`config.mk`:
```
export PLATFORM = sky130hd
export DESIGN_NAME = radio_ctrl_core
export DESIGN_NICKNAME = d
export VERILOG_FILES = /design/src/source/ctrl_pkg.sv /design/src/source/ctrl_cmd_engine.sv /design/src/source/gpio_atr.sv /design/src/source/misc_config.sv /design/src/source/radio_ctrl_core.sv /design/src/source/time_keeper.sv
export SDC_FILE = /design/constraint.sdc
export NUM_CORES = 1
export LEC_CHECK = 0
export ABC_AREA = 0
export BUFFER_PORTS_ARGS = -buffer_cell sky130_fd_sc_hd__buf_4
export CAP_MARGIN = 10
export CORE_MARGIN = 5
export CORE_UTILIZATION = 53
export DETAILED_ROUTE_END_ITERATION = 7
export PLACE_DENSITY = 0.75
export SLEW_MARGIN = 20
export SYNTH_ARGS = -nofsm -noshare
export SYNTH_HDL_FRONTEND = slang
export SYNTH_SLANG_ARGS = --single-unit
```
`constraint.sdc`:
```
create_clock -name clk -period 4.2 [get_ports clk]
set_clock_uncertainty 0.2 [all_clocks]
set_input_delay 0.21 -clock clk [delete_from_list [all_inputs] [get_ports clk]]
set_output_delay 0.21 -clock clk [all_outputs]
set_load 0.02 [all_outputs]
```
`src/source/ctrl_pkg.sv`:
```
package ctrl_pkg;

   ////////////////////////////////////////////////////////////////////////////
   // Settings bus base addresses
   ////////////////////////////////////////////////////////////////////////////

   // Misc block, offsets 0 to 2
   localparam logic [7:0] SR_MISC   = 8'd0;
   // Timekeeper, offsets 0 to 2
   localparam logic [7:0] SR_TIME64 = 8'd192;
   // ATR GPIO bank, offsets 0 to 4
   localparam logic [7:0] SR_GPIO   = 8'd224;

   ////////////////////////////////////////////////////////////////////////////
   // Readback word indices
   ////////////////////////////////////////////////////////////////////////////

   localparam logic [3:0] RB_COMPAT  = 4'd0;
   localparam logic [3:0] RB_GPIO    = 4'd1;
   localparam logic [3:0] RB_CONFIG0 = 4'd2;
   localparam logic [3:0] RB_CONFIG1 = 4'd3;
   localparam logic [3:0] RB_TIME_HI = 4'd4;
   localparam logic [3:0] RB_TIME_LO = 4'd5;
   localparam logic [3:0] RB_PPS_HI  = 4'd6;
   localparam logic [3:0] RB_PPS_LO  = 4'd7;

   // Flag bits of a 36 bit stream line, bits 35:34 stay zero
   localparam int LINE_SOF = 32;
   localparam int LINE_EOF = 33;

   // Command opcodes
   localparam logic [1:0] OP_WRITE = 2'd1;
   localparam logic [1:0] OP_READ  = 2'd2;

   // Command word, seen as a settings write or as a readback request
   typedef union packed {
      struct packed {
         logic [1:0]  op;
         logic [13:0] seq;
         logic [7:0]  addr;
         logic [7:0]  rsvd;
      } wr;
      struct packed {
         logic [1:0]  op;
         logic [13:0] seq;
         logic [3:0]  rb_sel;
         logic [11:0] rsvd;
      } rd;
   } ctrl_word_u;

endpackage

```
`src/source/ctrl_cmd_engine.sv`:
```
`timescale 1ns/1ps

module ctrl_cmd_engine import ctrl_pkg::*; #(
   parameter logic [31:0] COMPAT_NUM = 32'h0000_0000
) (
   input  logic        clk,
   input  logic        reset_i,
   // Command stream in
   input  logic [35:0] cmd_data_i,
   input  logic        cmd_valid_i,
   output logic        cmd_ready_o,
   // Response stream out
   output logic [35:0] resp_data_o,
   output logic        resp_valid_o,
   input  logic        resp_ready_i,
   // Settings bus
   output logic        set_stb_o,
   output logic [7:0]  set_addr_o,
   output logic [31:0] set_data_o,
   // Readback sources
   input  logic [31:0] gpio_rb_i,
   input  logic [31:0] config0_i,
   input  logic [31:0] config1_i,
   input  logic [63:0] pps_time_i,
   input  logic [63:0] vita_time_i
);

   localparam logic [2:0] S_WAIT_SOF = 3'd0;
   localparam logic [2:0] S_WAIT_EOF = 3'd1;
   localparam logic [2:0] S_ACT      = 3'd2;
   localparam logic [2:0] S_HDR      = 3'd3;
   localparam logic [2:0] S_DATA     = 3'd4;

   logic [2:0]  state;
   ctrl_word_u  cmd_word;
   logic [31:0] rb_mux;
   logic [31:0] resp_val;
   logic [31:0] rb_word;
   logic [31:0] time_lo_snap;
   logic        cmd_accept;
   logic        eof_accept;
   logic        is_write;
   logic        is_read;

   // Only one packet in flight, input stalls while responding
   assign cmd_ready_o  = (state == S_WAIT_SOF) || (state == S_WAIT_EOF);
   assign cmd_accept   = cmd_valid_i && cmd_ready_o;
   assign eof_accept   = cmd_accept && (state == S_WAIT_EOF) && cmd_data_i[LINE_EOF];
   assign resp_valid_o = (state == S_ACT) || (state == S_HDR) || (state == S_DATA);

   assign is_write = (cmd_word.wr.op == OP_WRITE);
   assign is_read  = (cmd_word.rd.op == OP_READ);

   ////////////////////////////////////////////////////////////////////////////
   // Readback selection
   ////////////////////////////////////////////////////////////////////////////

   always_comb begin
      case (cmd_word.rd.rb_sel)
         RB_COMPAT:  rb_mux = COMPAT_NUM;
         RB_GPIO:    rb_mux = gpio_rb_i;
         RB_CONFIG0: rb_mux = config0_i;
         RB_CONFIG1: rb_mux = config1_i;
         // High half now, low half held for the next read
         RB_TIME_HI: rb_mux = vita_time_i[63:32];
         RB_TIME_LO: rb_mux = time_lo_snap;
         RB_PPS_HI:  rb_mux = pps_time_i[63:32];
         RB_PPS_LO:  rb_mux = pps_time_i[31:0];
         default:    rb_mux = '1;
      endcase
   end

   // Writes answer zero, unknown ops all ones
   always_comb begin
      if (is_read) begin
         resp_val = rb_mux;
      end else if (is_write) begin
         resp_val = '0;
      end else begin
         resp_val = '1;
      end
   end

   ////////////////////////////////////////////////////////////////////////////
   // Packet FSM
   ////////////////////////////////////////////////////////////////////////////

   always_ff @(posedge clk) begin
      if (reset_i) begin
         state     <= S_WAIT_SOF;
         set_stb_o <= 1'b0;
      end else begin
         set_stb_o <= 1'b0;
         case (state)
            S_WAIT_SOF: begin
               // Stray lines without SOF fall through here
               if (cmd_accept && cmd_data_i[LINE_SOF]) begin
                  state <= S_WAIT_EOF;
               end
            end
            S_WAIT_EOF: begin
               if (eof_accept) begin
                  state     <= S_ACT;
                  set_stb_o <= is_write;
               end
            end
            S_ACT: begin
               state <= resp_ready_i ? S_DATA : S_HDR;
            end
            S_HDR: begin
               if (resp_ready_i) begin
                  state <= S_DATA;
               end
            end
            S_DATA: begin
               if (resp_ready_i) begin
                  state <= S_WAIT_SOF;
               end
            end
            default: begin
               state <= S_WAIT_SOF;
            end
         endcase
      end
   end

   // Command capture, bus payload and readback sample
   always_ff @(posedge clk) begin
      if (cmd_accept && cmd_data_i[LINE_SOF]) begin
         cmd_word <= cmd_data_i[31:0];
      end
      if (eof_accept) begin
         set_addr_o <= cmd_word.wr.addr;
         set_data_o <= cmd_data_i[31:0];
      end
      if (state == S_ACT) begin
         rb_word <= resp_val;
         if (is_read && (cmd_word.rd.rb_sel == RB_TIME_HI)) begin
            time_lo_snap <= vita_time_i[31:0];
         end
      end
   end

   // Header echoes op and seq, data line carries the readback
   always_comb begin
      resp_data_o = '0;
      if (state == S_DATA) begin
         resp_data_o[LINE_EOF] = 1'b1;
         resp_data_o[31:0]     = rb_word;
      end else begin
         resp_data_o[LINE_SOF] = 1'b1;
         resp_data_o[31:16]    = {cmd_word.wr.op, cmd_word.wr.seq};
      end
   end

endmodule

```
`src/source/gpio_atr.sv`:
```
`timescale 1ns/1ps

module gpio_atr import ctrl_pkg::*; #(
   parameter int GPIO_WIDTH = 16
) (
   input  logic                  clk,
   input  logic                  reset_i,
   input  logic                  set_stb_i,
   input  logic [7:0]            set_addr_i,
   input  logic [31:0]           set_data_i,
   input  logic                  run_rx_i,
   input  logic                  run_tx_i,
   input  logic [GPIO_WIDTH-1:0] gpio_i,
   output logic [GPIO_WIDTH-1:0] gpio_o,
   output logic [GPIO_WIDTH-1:0] gpio_oe_o,
   output logic [31:0]           gpio_rb_o
);

   // Idle, rx only, tx only, full duplex
   logic [GPIO_WIDTH-1:0] atr_state [4];
   logic [7:0]            gpio_off;
   logic [1:0]            atr_sel;

   assign gpio_off = set_addr_i - SR_GPIO;
   assign atr_sel  = {run_tx_i, run_rx_i};

   always_ff @(posedge clk) begin
      if (set_stb_i && (gpio_off < 8'd4)) begin
         atr_state[gpio_off[1:0]] <= set_data_i[GPIO_WIDTH-1:0];
      end
   end

   // Direction mask, one bit per pin
   always_ff @(posedge clk) begin
      if (reset_i) begin
         gpio_oe_o <= '0;
      end else if (set_stb_i && (gpio_off == 8'd4)) begin
         gpio_oe_o <= set_data_i[GPIO_WIDTH-1:0];
      end
   end

   // Output follows the current run levels
   always_ff @(posedge clk) begin
      gpio_o <= atr_state[atr_sel];
   end

   // Input readback, zero extended
   always_ff @(posedge clk) begin
      gpio_rb_o <= 32'(gpio_i);
   end

endmodule

```
`src/source/misc_config.sv`:
```
`timescale 1ns/1ps

module misc_config import ctrl_pkg::*; (
   input  logic        clk,
   input  logic        reset_i,
   input  logic        set_stb_i,
   input  logic [7:0]  set_addr_i,
   input  logic [31:0] set_data_i,
   input  logic        pps_i,
   output logic [31:0] config0_o,
   output logic [31:0] config1_o,
   output logic        clock_sync_o
);

   localparam logic [7:0] ADDR_CONFIG0 = SR_MISC + 8'd0;
   localparam logic [7:0] ADDR_CONFIG1 = SR_MISC + 8'd1;
   localparam logic [7:0] ADDR_SYNC    = SR_MISC + 8'd2;

   logic sync_enb;
   logic sync_inv;

   // Config words survive a core reset
   always_ff @(posedge clk) begin
      if (set_stb_i && (set_addr_i == ADDR_CONFIG0)) begin
         config0_o <= set_data_i;
      end
      if (set_stb_i && (set_addr_i == ADDR_CONFIG1)) begin
         config1_o <= set_data_i;
      end
   end

   // Clock sync control, bit 0 enable and bit 1 invert
   always_ff @(posedge clk) begin
      if (reset_i) begin
         sync_enb <= 1'b0;
         sync_inv <= 1'b0;
      end else if (set_stb_i && (set_addr_i == ADDR_SYNC)) begin
         sync_enb <= set_data_i[0];
         sync_inv <= set_data_i[1];
      end
   end

   // Raw PPS pin forwarded, no synchronizer on this path
   assign clock_sync_o = sync_enb ? (pps_i ^ sync_inv) : 1'b0;

endmodule

```
`src/source/radio_ctrl_core.sv`:
```
`timescale 1ns/1ps

module radio_ctrl_core #(
   parameter int          GPIO_WIDTH = 16,
   parameter logic [31:0] COMPAT_NUM = 32'h000b_0002
) (
   input  logic                  clk,
   input  logic                  reset_i,
   // Host command and response streams
   input  logic [35:0]           cmd_data_i,
   input  logic                  cmd_valid_i,
   output logic                  cmd_ready_o,
   output logic [35:0]           resp_data_o,
   output logic                  resp_valid_o,
   input  logic                  resp_ready_i,
   // Timing and run levels
   input  logic                  pps_i,
   input  logic                  run_rx_i,
   input  logic                  run_tx_i,
   // GPIO bank
   input  logic [GPIO_WIDTH-1:0] gpio_i,
   output logic [GPIO_WIDTH-1:0] gpio_o,
   output logic [GPIO_WIDTH-1:0] gpio_oe_o,
   output logic                  clock_sync_o,
   output logic [63:0]           vita_time_o
);

   ////////////////////////////////////////////////////////////////////////////
   // Settings bus and readback wiring
   ////////////////////////////////////////////////////////////////////////////

   logic        set_stb;
   logic [7:0]  set_addr;
   logic [31:0] set_data;
   logic [31:0] gpio_rb;
   logic [31:0] config0;
   logic [31:0] config1;
   logic [63:0] pps_time;

   ctrl_cmd_engine #(.COMPAT_NUM(COMPAT_NUM)) ctrl_cmd_engine_i (
      .clk(clk), .reset_i(reset_i),
      .cmd_data_i(cmd_data_i), .cmd_valid_i(cmd_valid_i), .cmd_ready_o(cmd_ready_o),
      .resp_data_o(resp_data_o), .resp_valid_o(resp_valid_o), .resp_ready_i(resp_ready_i),
      .set_stb_o(set_stb), .set_addr_o(set_addr), .set_data_o(set_data),
      .gpio_rb_i(gpio_rb), .config0_i(config0), .config1_i(config1),
      .pps_time_i(pps_time), .vita_time_i(vita_time_o)
   );

   misc_config misc_config_i (
      .clk(clk), .reset_i(reset_i),
      .set_stb_i(set_stb), .set_addr_i(set_addr), .set_data_i(set_data),
      .pps_i(pps_i), .config0_o(config0), .config1_o(config1),
      .clock_sync_o(clock_sync_o)
   );

   time_keeper time_keeper_i (
      .clk(clk), .reset_i(reset_i),
      .set_stb_i(set_stb), .set_addr_i(set_addr), .set_data_i(set_data),
      .pps_i(pps_i), .vita_time_o(vita_time_o), .pps_time_o(pps_time)
   );

   gpio_atr #(.GPIO_WIDTH(GPIO_WIDTH)) gpio_atr_i (
      .clk(clk), .reset_i(reset_i),
      .set_stb_i(set_stb), .set_addr_i(set_addr), .set_data_i(set_data),
      .run_rx_i(run_rx_i), .run_tx_i(run_tx_i),
      .gpio_i(gpio_i), .gpio_o(gpio_o), .gpio_oe_o(gpio_oe_o), .gpio_rb_o(gpio_rb)
   );

endmodule

```
`src/source/time_keeper.sv`:
```
`timescale 1ns/1ps

module time_keeper import ctrl_pkg::*; (
   input  logic        clk,
   input  logic        reset_i,
   input  logic        set_stb_i,
   input  logic [7:0]  set_addr_i,
   input  logic [31:0] set_data_i,
   input  logic        pps_i,
   output logic [63:0] vita_time_o,
   output logic [63:0] pps_time_o
);

   localparam logic [7:0] ADDR_TIME_HI = SR_TIME64 + 8'd0;
   localparam logic [7:0] ADDR_TIME_LO = SR_TIME64 + 8'd1;
   localparam logic [7:0] ADDR_CTRL    = SR_TIME64 + 8'd2;

   logic [1:0]  pps_sync;
   logic        pps_prev;
   logic        pps_edge;
   logic [31:0] time_hi_stage;
   logic [31:0] time_lo_stage;
   logic        armed;
   logic        ctrl_wr;
   logic        load_now;
   logic        load_pps;
   logic [63:0] time_next;

   assign ctrl_wr  = set_stb_i && (set_addr_i == ADDR_CTRL);
   assign load_now = ctrl_wr && set_data_i[0];
   assign pps_edge = pps_sync[1] && !pps_prev;
   assign load_pps = pps_edge && armed;

   // Value the counter takes at the coming edge
   assign time_next = (load_now || load_pps) ? {time_hi_stage, time_lo_stage}
                                             : vita_time_o + 64'd1;

   ////////////////////////////////////////////////////////////////////////////
   // PPS synchronizer and rising edge
   ////////////////////////////////////////////////////////////////////////////

   always_ff @(posedge clk) begin
      if (reset_i) begin
         pps_sync <= 2'b00;
         pps_prev <= 1'b0;
      end else begin
         pps_sync <= {pps_sync[0], pps_i};
         pps_prev <= pps_sync[1];
      end
   end

   // Staged load value
   always_ff @(posedge clk) begin
      if (set_stb_i && (set_addr_i == ADDR_TIME_HI)) begin
         time_hi_stage <= set_data_i;
      end
      if (set_stb_i && (set_addr_i == ADDR_TIME_LO)) begin
         time_lo_stage <= set_data_i;
      end
   end

   // Bit 0 clear arms a load at the next PPS edge
   always_ff @(posedge clk) begin
      if (reset_i) begin
         armed <= 1'b0;
      end else if (ctrl_wr) begin
         armed <= !set_data_i[0];
      end else if (load_pps) begin
         armed <= 1'b0;
      end
   end

   ////////////////////////////////////////////////////////////////////////////
   // Counter and PPS latch
   ////////////////////////////////////////////////////////////////////////////

   always_ff @(posedge clk) begin
      if (reset_i) begin
         vita_time_o <= '0;
         pps_time_o  <= '0;
      end else begin
         vita_time_o <= time_next;
         // Snapshot includes any armed load
         if (pps_edge) begin
            pps_time_o <= time_next;
         end
      end
   end

endmodule

```
==> flow_summary.json, run 1 <==
{
  "status": "completed",
  "ys_types": 58,
  "insertion_delay_ns": 0.61,
  "slew_headroom": 0.198,
  "pwr-share-seq": 0.524,
  "rsz0062_at_grt": "false",
  "die_h_um": 201,
  "synth_ff_type": "edfxtp_1",
  "grt_pass1_wl_mm": 84.0,
  "track_usage": 0.272,
  "setup_viol_count_final": 0,
  "p_sw_frac": 0.209,
  "r2r_end": "time_keeper_i.vita_time_o[44]",
  "clk_pin_slew_ns": 0.06,
  "drtPass1Iterations": 5,
  "cts_buffer_depth": 3,
  "clock.fmax_mhz": 280,
  "reg2reg_from": "time_keeper_i.vita_time_o[0]",
  "cell_internal_pwr_mw": 8.07,
  "wl_per_cell_um": 25.3,
  "fin_crit_sh": 0.850,
  "drive_gt1_frac": 0.197,
  "drc": 0,
  "yosys_register_bits": 506,
  "final_common_cell": "edfxtp_1",
  "async_flop_share": 0,
  "critPathArrivalTime_ns": 3.16,
  "grt-ovfl-total": 0,
  "path_delay_family": "buffers and inverters",
  "tightestPinTransition_ns": 1.20,
  "combPwrFrac": 0.035,
  "dpl_cell_area_um2": 21400,
  "hold_violations": 0,
  "synth_top_cell_by_area": "edfxtp_1",
  "antenna_found_initial": 2,
  "cts_sinks": 506,
  "cts_buffers": 50,
  "first_iter_violations": 1617,
  "syn2layout_area_growth_pct": 22.0,
  "place_hpwl_mm": 34.1,
  "critical_path_class": "flop to primary output",
  "root_buffer": "clkbuf_16",
  "synth.top_cell.area_share": 0.497,
  "num_vias": 13900,
  "wl_mm": 56.4,
  "synth_warnings": 0,
  "nets": 1777,
  "synth_area_um2": 19300,
  "first_global_vias": 13800,
  "avgSynthCellArea_um2": 13.1,
  "path_buf_inv": 3,
  "max_stage_delay_ns": 0.89,
  "yosys-top-cells-area": "edfxtp_1 (50%), dfxtp_1 (19%), nor2_1 (2.7%)",
  "die_area_um2": 40400,
  "crit_slowest_cell": "dfxtp_1",
  "start_kind": "flop",
  "rrSetupSlack_ns": 0.92,
  "syn_inst": 1480,
  "hold_path_end": "gpio_atr_i.gpio_o[4]",
  "hold_path_depth": 2,
  "ant_nets": 0,
  "rows": 70,
  "drv_slew": 0,
  "grt_max_degree": 90,
  "finalWorstSetupSlack_ns": 0.628,
  "reg2reg_depth": 8,
  "place_congestion": 0.836,
  "cp.required_ns": 3.79,
  "min_from": "run_rx_i",
  "p_switching_mw": 2.13,
  "vdd_ir_drop_max_uv": 512,
  "fin_area_um2": 23600,
  "synth-edff-count": 320,
  "htree_levels": 2,
  "yosysSeqAreaShare": 0.690,
  "vias_per_cell": 6.24,
  "core_um2": 36300,
  "hold_class": "input pin to flop",
  "io_buffers": 189,
  "layout_common_cells": "edfxtp_1 (320), buf_4 (220), dfxtp_1 (186), nor2_1 (130), nand2_1 (114)",
  "worstPathCellList": "and2_1 > buf_4 > clkinv_1 > nand2_1 > nand2_1 > buf_4",
  "pwr_density_cell_nw_per_um2": 433,
  "initial_utilization": 0.532,
  "pwr-share-clk": 0.441,
  "fp.dieW_um": 201,
  "hold-worst-slack_ns": 0.0169,
  "end_kind": "primary output",
  "cap_violations": 0,
  "leakage_nw": 8.39,
  "place_ws_ns": 1.02,
  "cts_tree": "built",
  "setup-tns-final_ns": 0,
  "crit_fanout": 23,
  "ios": 194,
  "fin_crit_ns": 3.57
}
-- layout make-up --
cell class	count	area, um2
multi-input cells	866	5660
repair buffers	281	2300
clock buffers	74	1390
clock inverters	20	274
inverters	11	41.3
flip-flops and latches	506	13300
diodes	1	2.50
well taps	468	586
fillers	2544	12800
-- what timing repair did --
item / CTS / global route
resized for setup: 0 / 0
endpoints found under the hold margin: 112 / 0
hold buffers: 57 / 0
setup buffers: 0 / 0
setup endpoints to repair: 0 / 0
-- how the worst max path moves through the flow --
stage | start | to | slack (ns) | depth (start not counted)
finish | ctrl_cmd_engine_i.state[2] | resp_data_o[25] | 0.63 | 6
global route | ctrl_cmd_engine_i.state[2] | resp_data_o[19] | 0.39 | 6
CTS | ctrl_cmd_engine_i.state[2] | resp_data_o[19] | 0.59 | 6
detailed placement | time_keeper_i.vita_time_o[0] | time_keeper_i.vita_time_o[56] | 1.02 | 8
global placement | time_keeper_i.vita_time_o[0] | time_keeper_i.vita_time_o[60] | 1.05 | 8
floorplan | ctrl_cmd_engine_i.state[1] | ctrl_cmd_engine_i.time_lo_snap[0] | 0.02 | 5
-- cell families (layout without fill, tap and decap cells) --
| group | Yosys count | count (layout) | share of synthesized area |
|---|---|---|---|
| compound gates | 271 | 271 | 0.101 |
| fa+ha+maj | 2 | 2 | 0.00129 |
| flops | 506 | 506 | 0.690 |
| simple gates | 494 | 494 | 0.128 |
| xor+xnor | 60 | 60 | 0.0272 |
| mux | 37 | 37 | 0.0296 |
| buf+inv | 109 | 386 | 0.0236 |
| other cells | 1 | 3 | 0.000194 |
-- state kept, by name, indices dropped and copies added, names as in the netlist, 24 cells and up --
register / flops
gpio_atr_i.atr_state: 64
time_keeper_i.pps_time_o: 64
time_keeper_i.vita_time_o: 64
ctrl_cmd_engine_i.rb_word: 32
ctrl_cmd_engine_i.set_data_o: 32
ctrl_cmd_engine_i.time_lo_snap: 32
misc_config_i.config0_o: 32
misc_config_i.config1_o: 32
time_keeper_i.time_hi_stage: 32
time_keeper_i.time_lo_stage: 32
ctrl_cmd_engine_i.cmd_word: 24
-- stage by stage --
| step | utilization | power [mW] | std cells |
|---|---|---|---|
| 4_1_cts | 0.649 | 10.2 | 2226 |
| 3_3_place_gp | 0.587 | 5.75 | 2075 |
| 6_report | 0.649 | 10.2 | 2227 |
| 2_1_floorplan | - | 5.60 | 1481 |
| 3_5_place_dp | 0.587 | 5.76 | 2075 |
| 5_1_grt | 0.649 | 10.5 | 2226 |
-- metal layers --
layer | global-route usage | up-vias | share of wire
li1 | - | 6114 | -
met1 | 0.358 | 6820 | 0.38
met2 | 0.435 | 812 | 0.47
met3 | 0.0714 | 144 | 0.11
met4 | 0.106 | 2 | 0.036
met5 | 0 | - | 0.00023
-- cells in the mapped netlist, types with 9 or more instances --
| master | n |
|---|---|
| o22ai_1 | 31 |
| a22o_1 | 15 |
| a211oi_1 | 38 |
| nor3_1 | 35 |
| o21ai_0 | 14 |
| a21oi_1 | 48 |
| and2_1 | 10 |
| nand2_1 | 114 |
| edfxtp_1 | 320 |
| a221oi_1 | 16 |
| dfxtp_1 | 186 |
| nand3b_1 | 19 |
| a41oi_1 | 32 |
| mux2i_1 | 20 |
| clkbuf_1 | 76 |
| xor2_1 | 30 |
| a22oi_1 | 40 |
| inv_1 | 10 |
| o31ai_1 | 13 |
| nand4_1 | 30 |
| xnor2_1 | 30 |
| nor2_1 | 140 |
| mux4_2 | 16 |
| and3_1 | 62 |
| nand3_1 | 34 |
| a222oi_1 | 13 |
| or3_1 | 9 |
-- worst register-to-register path, delay by kind of cell, from the launching register on --
family          cells  cell delay [ns]
compound gates      1             0.24
xor+xnor            1             0.20
fa+ha+maj           1             0.29
buf+inv             1             0.35
flops               1             0.50
simple gates        4             1.43
-- power groups by stage --
stage / logic (mW) / clock network (mW) / registers, mW
6_report: 0.353 / 4.50 / 5.35
5_1_grt: 0.374 / 4.79 / 5.35
4_1_cts: 0.348 / 4.55 / 5.35
3_5_place_dp: 0.303 / 0 / 5.46
3_3_place_gp: 0.296 / 0 / 5.45
2_1_floorplan: 0.147 / 0 / 5.45
No activity file was read; power rests on OpenSTA's default activity.
==> run 2: changes to the inputs <==
--- a/config.mk
+++ b/config.mk
@@ -10,6 +10,7 @@
 export CAP_MARGIN = 10
 export CORE_MARGIN = 5
 export CORE_UTILIZATION = 53
+export CTS_BUF_LIST = sky130_fd_sc_hd__clkbuf_8 sky130_fd_sc_hd__clkbuf_16
 export DETAILED_ROUTE_END_ITERATION = 7
 export PLACE_DENSITY = 0.75
 export SLEW_MARGIN = 20
==> flow_summary.json, run 2 (synthesized netlist as in run 1, its figures left out) <==
{
  "status": "completed",
  "drc": 0,
  "grt_max_degree": 90,
  "insertion_delay_ns": 0.61,
  "die_h_um": 201,
  "final_common_cell": "edfxtp_1",
  "ant_nets": 0,
  "core_um2": 36300,
  "hold_path_depth": 2,
  "grt-ovfl-total": 0,
  "place_congestion": 0.836,
  "num_vias": 13900,
  "critical_path_class": "flop to primary output",
  "rrSetupSlack_ns": 0.90,
  "pwr_density_cell_nw_per_um2": 431,
  "cts_buffer_depth": 3,
  "fp.dieW_um": 201,
  "nets": 1777,
  "leakage_nw": 8.47,
  "track_usage": 0.272,
  "crit_fanout": 22,
  "grt_pass1_wl_mm": 84.0,
  "drv_slew": 0,
  "min_from": "run_rx_i",
  "hold-worst-slack_ns": 0.0195,
  "cts_setup_buffers": 0,
  "hold_violations": 0,
  "place_hpwl_mm": 34.1,
  "vias_per_cell": 6.25,
  "vdd_ir_drop_max_uv": 512,
  "hold_buffers": 57,
  "initial_utilization": 0.532,
  "wl_mm": 56.4,
  "fin_crit_sh": 0.844,
  "tightestPinTransition_ns": 1.18,
  "cts_resized": 0,
  "reg2reg_depth": 8,
  "r2r_end": "time_keeper_i.vita_time_o[44]",
  "ios": 194,
  "setup_viol_count_final": 0,
  "clk_pin_slew_ns": 0.06,
  "diodes": 0,
  "syn2layout_area_growth_pct": 22.0,
  "hold_class": "input pin to flop",
  "layout_common_cells": "edfxtp_1 (320), buf_4 (220), dfxtp_1 (186), nor2_1 (130), nand2_1 (114)",
  "antenna_found_initial": 2,
  "cts_tree": "built",
  "dpl_cell_area_um2": 21400,
  "final_util": 0.649,
  "io_buffers": 189,
  "worstSetupStartpoint": "ctrl_cmd_engine_i.state[2]",
  "first_global_vias": 13800,
  "cp.required_ns": 3.79,
  "wl_per_cell_um": 25.3,
  "drtPass1Iterations": 6,
  "fin_area_um2": 23600,
  "critPathArrivalTime_ns": 3.13,
  "root_buffer": "clkbuf_16",
  "clock.fmax_mhz": 282,
  "cts_sinks": 506,
  "htree_levels": 2,
  "die_area_um2": 40400,
  "hold_path_end": "gpio_atr_i.gpio_o[14]",
  "slew_headroom": 0.210,
  "start_kind": "flop",
  "end_kind": "primary output",
  "setup-tns-final_ns": 0,
  "rsz0062_at_grt": "false",
  "fin_crit_ns": 3.54,
  "first_iter_violations": 1620,
  "cts_buffers": 50,
  "cap_violations": 0,
  "rows": 70,
  "reg2reg_from": "time_keeper_i.vita_time_o[0]",
  "drive_gt1_frac": 0.197
}
[run 2: changes by cell type in the layout (fill, tap and decap cells not counted)]
cell,previous run,this run
clkbuf_1,19,0
diode_2,1,0
inv_1,10,29
[run 2: worst max-delay path by stage]
| stage | end | slack (ns) | cells after the start |
|---|---|---|---|
| after floorplan | ctrl_cmd_engine_i.time_lo_snap[0] | 0.02 | 5 |
| after global placement | time_keeper_i.vita_time_o[60] | 1.05 | 8 |
| after detailed placement | time_keeper_i.vita_time_o[56] | 1.02 | 8 |
| after CTS | resp_data_o[19] | 0.59 | 6 |
| after global routing | resp_data_o[19] | 0.39 | 6 |
| final | resp_data_o[25] | 0.66 | 6 |
[run 2: per-stage QoR]
step	worst slack [ns]	power [mW]	cells
2_1_floorplan	0.0213	5.60	1481
3_3_place_gp	1.05	5.75	2075
3_5_place_dp	1.02	5.76	2075
4_1_cts	0.590	10.2	2226
5_1_grt	0.392	10.5	2226
6_report	0.655	10.2	2226
[run 2: final cells by class]
type | instances | area, um2
clock buffer | 55 | 1320
clock inverter | 39 | 345
fill | 2545 | 12800
inverter | 11 | 41.3
multi-input combinational | 866 | 5660
sequential | 506 | 13300
tap | 468 | 586
timing repair buffer | 281 | 2300
[run 2: metal layers]
metal	part of all wire	track usage	up-vias	routed length, um
li1	-	-	6117	-
met1	0.38	0.358	6809	21600
met2	0.47	0.435	841	26500
met3	0.11	0.0714	151	6150
met4	0.039	0.106	2	2180
met5	0.00023	0	-	13
[run 2: worst max-delay path: stages (launching register included)]
cell and delay, ns:
dfxtp_1 0.87, and2_1 0.24, buf_4 0.26, clkinv_1 0.64, nand2_1 0.24, nand2_1 0.11, buf_4 0.17
[run 2: where the power goes]
group	total (mW)	internal [mW]	switching, mW
Combinational	0.352	0.149	0.203
Clock	4.46	2.57	1.89
Sequential	5.35	5.31	0.0451
Total	10.2	8.03	2.14
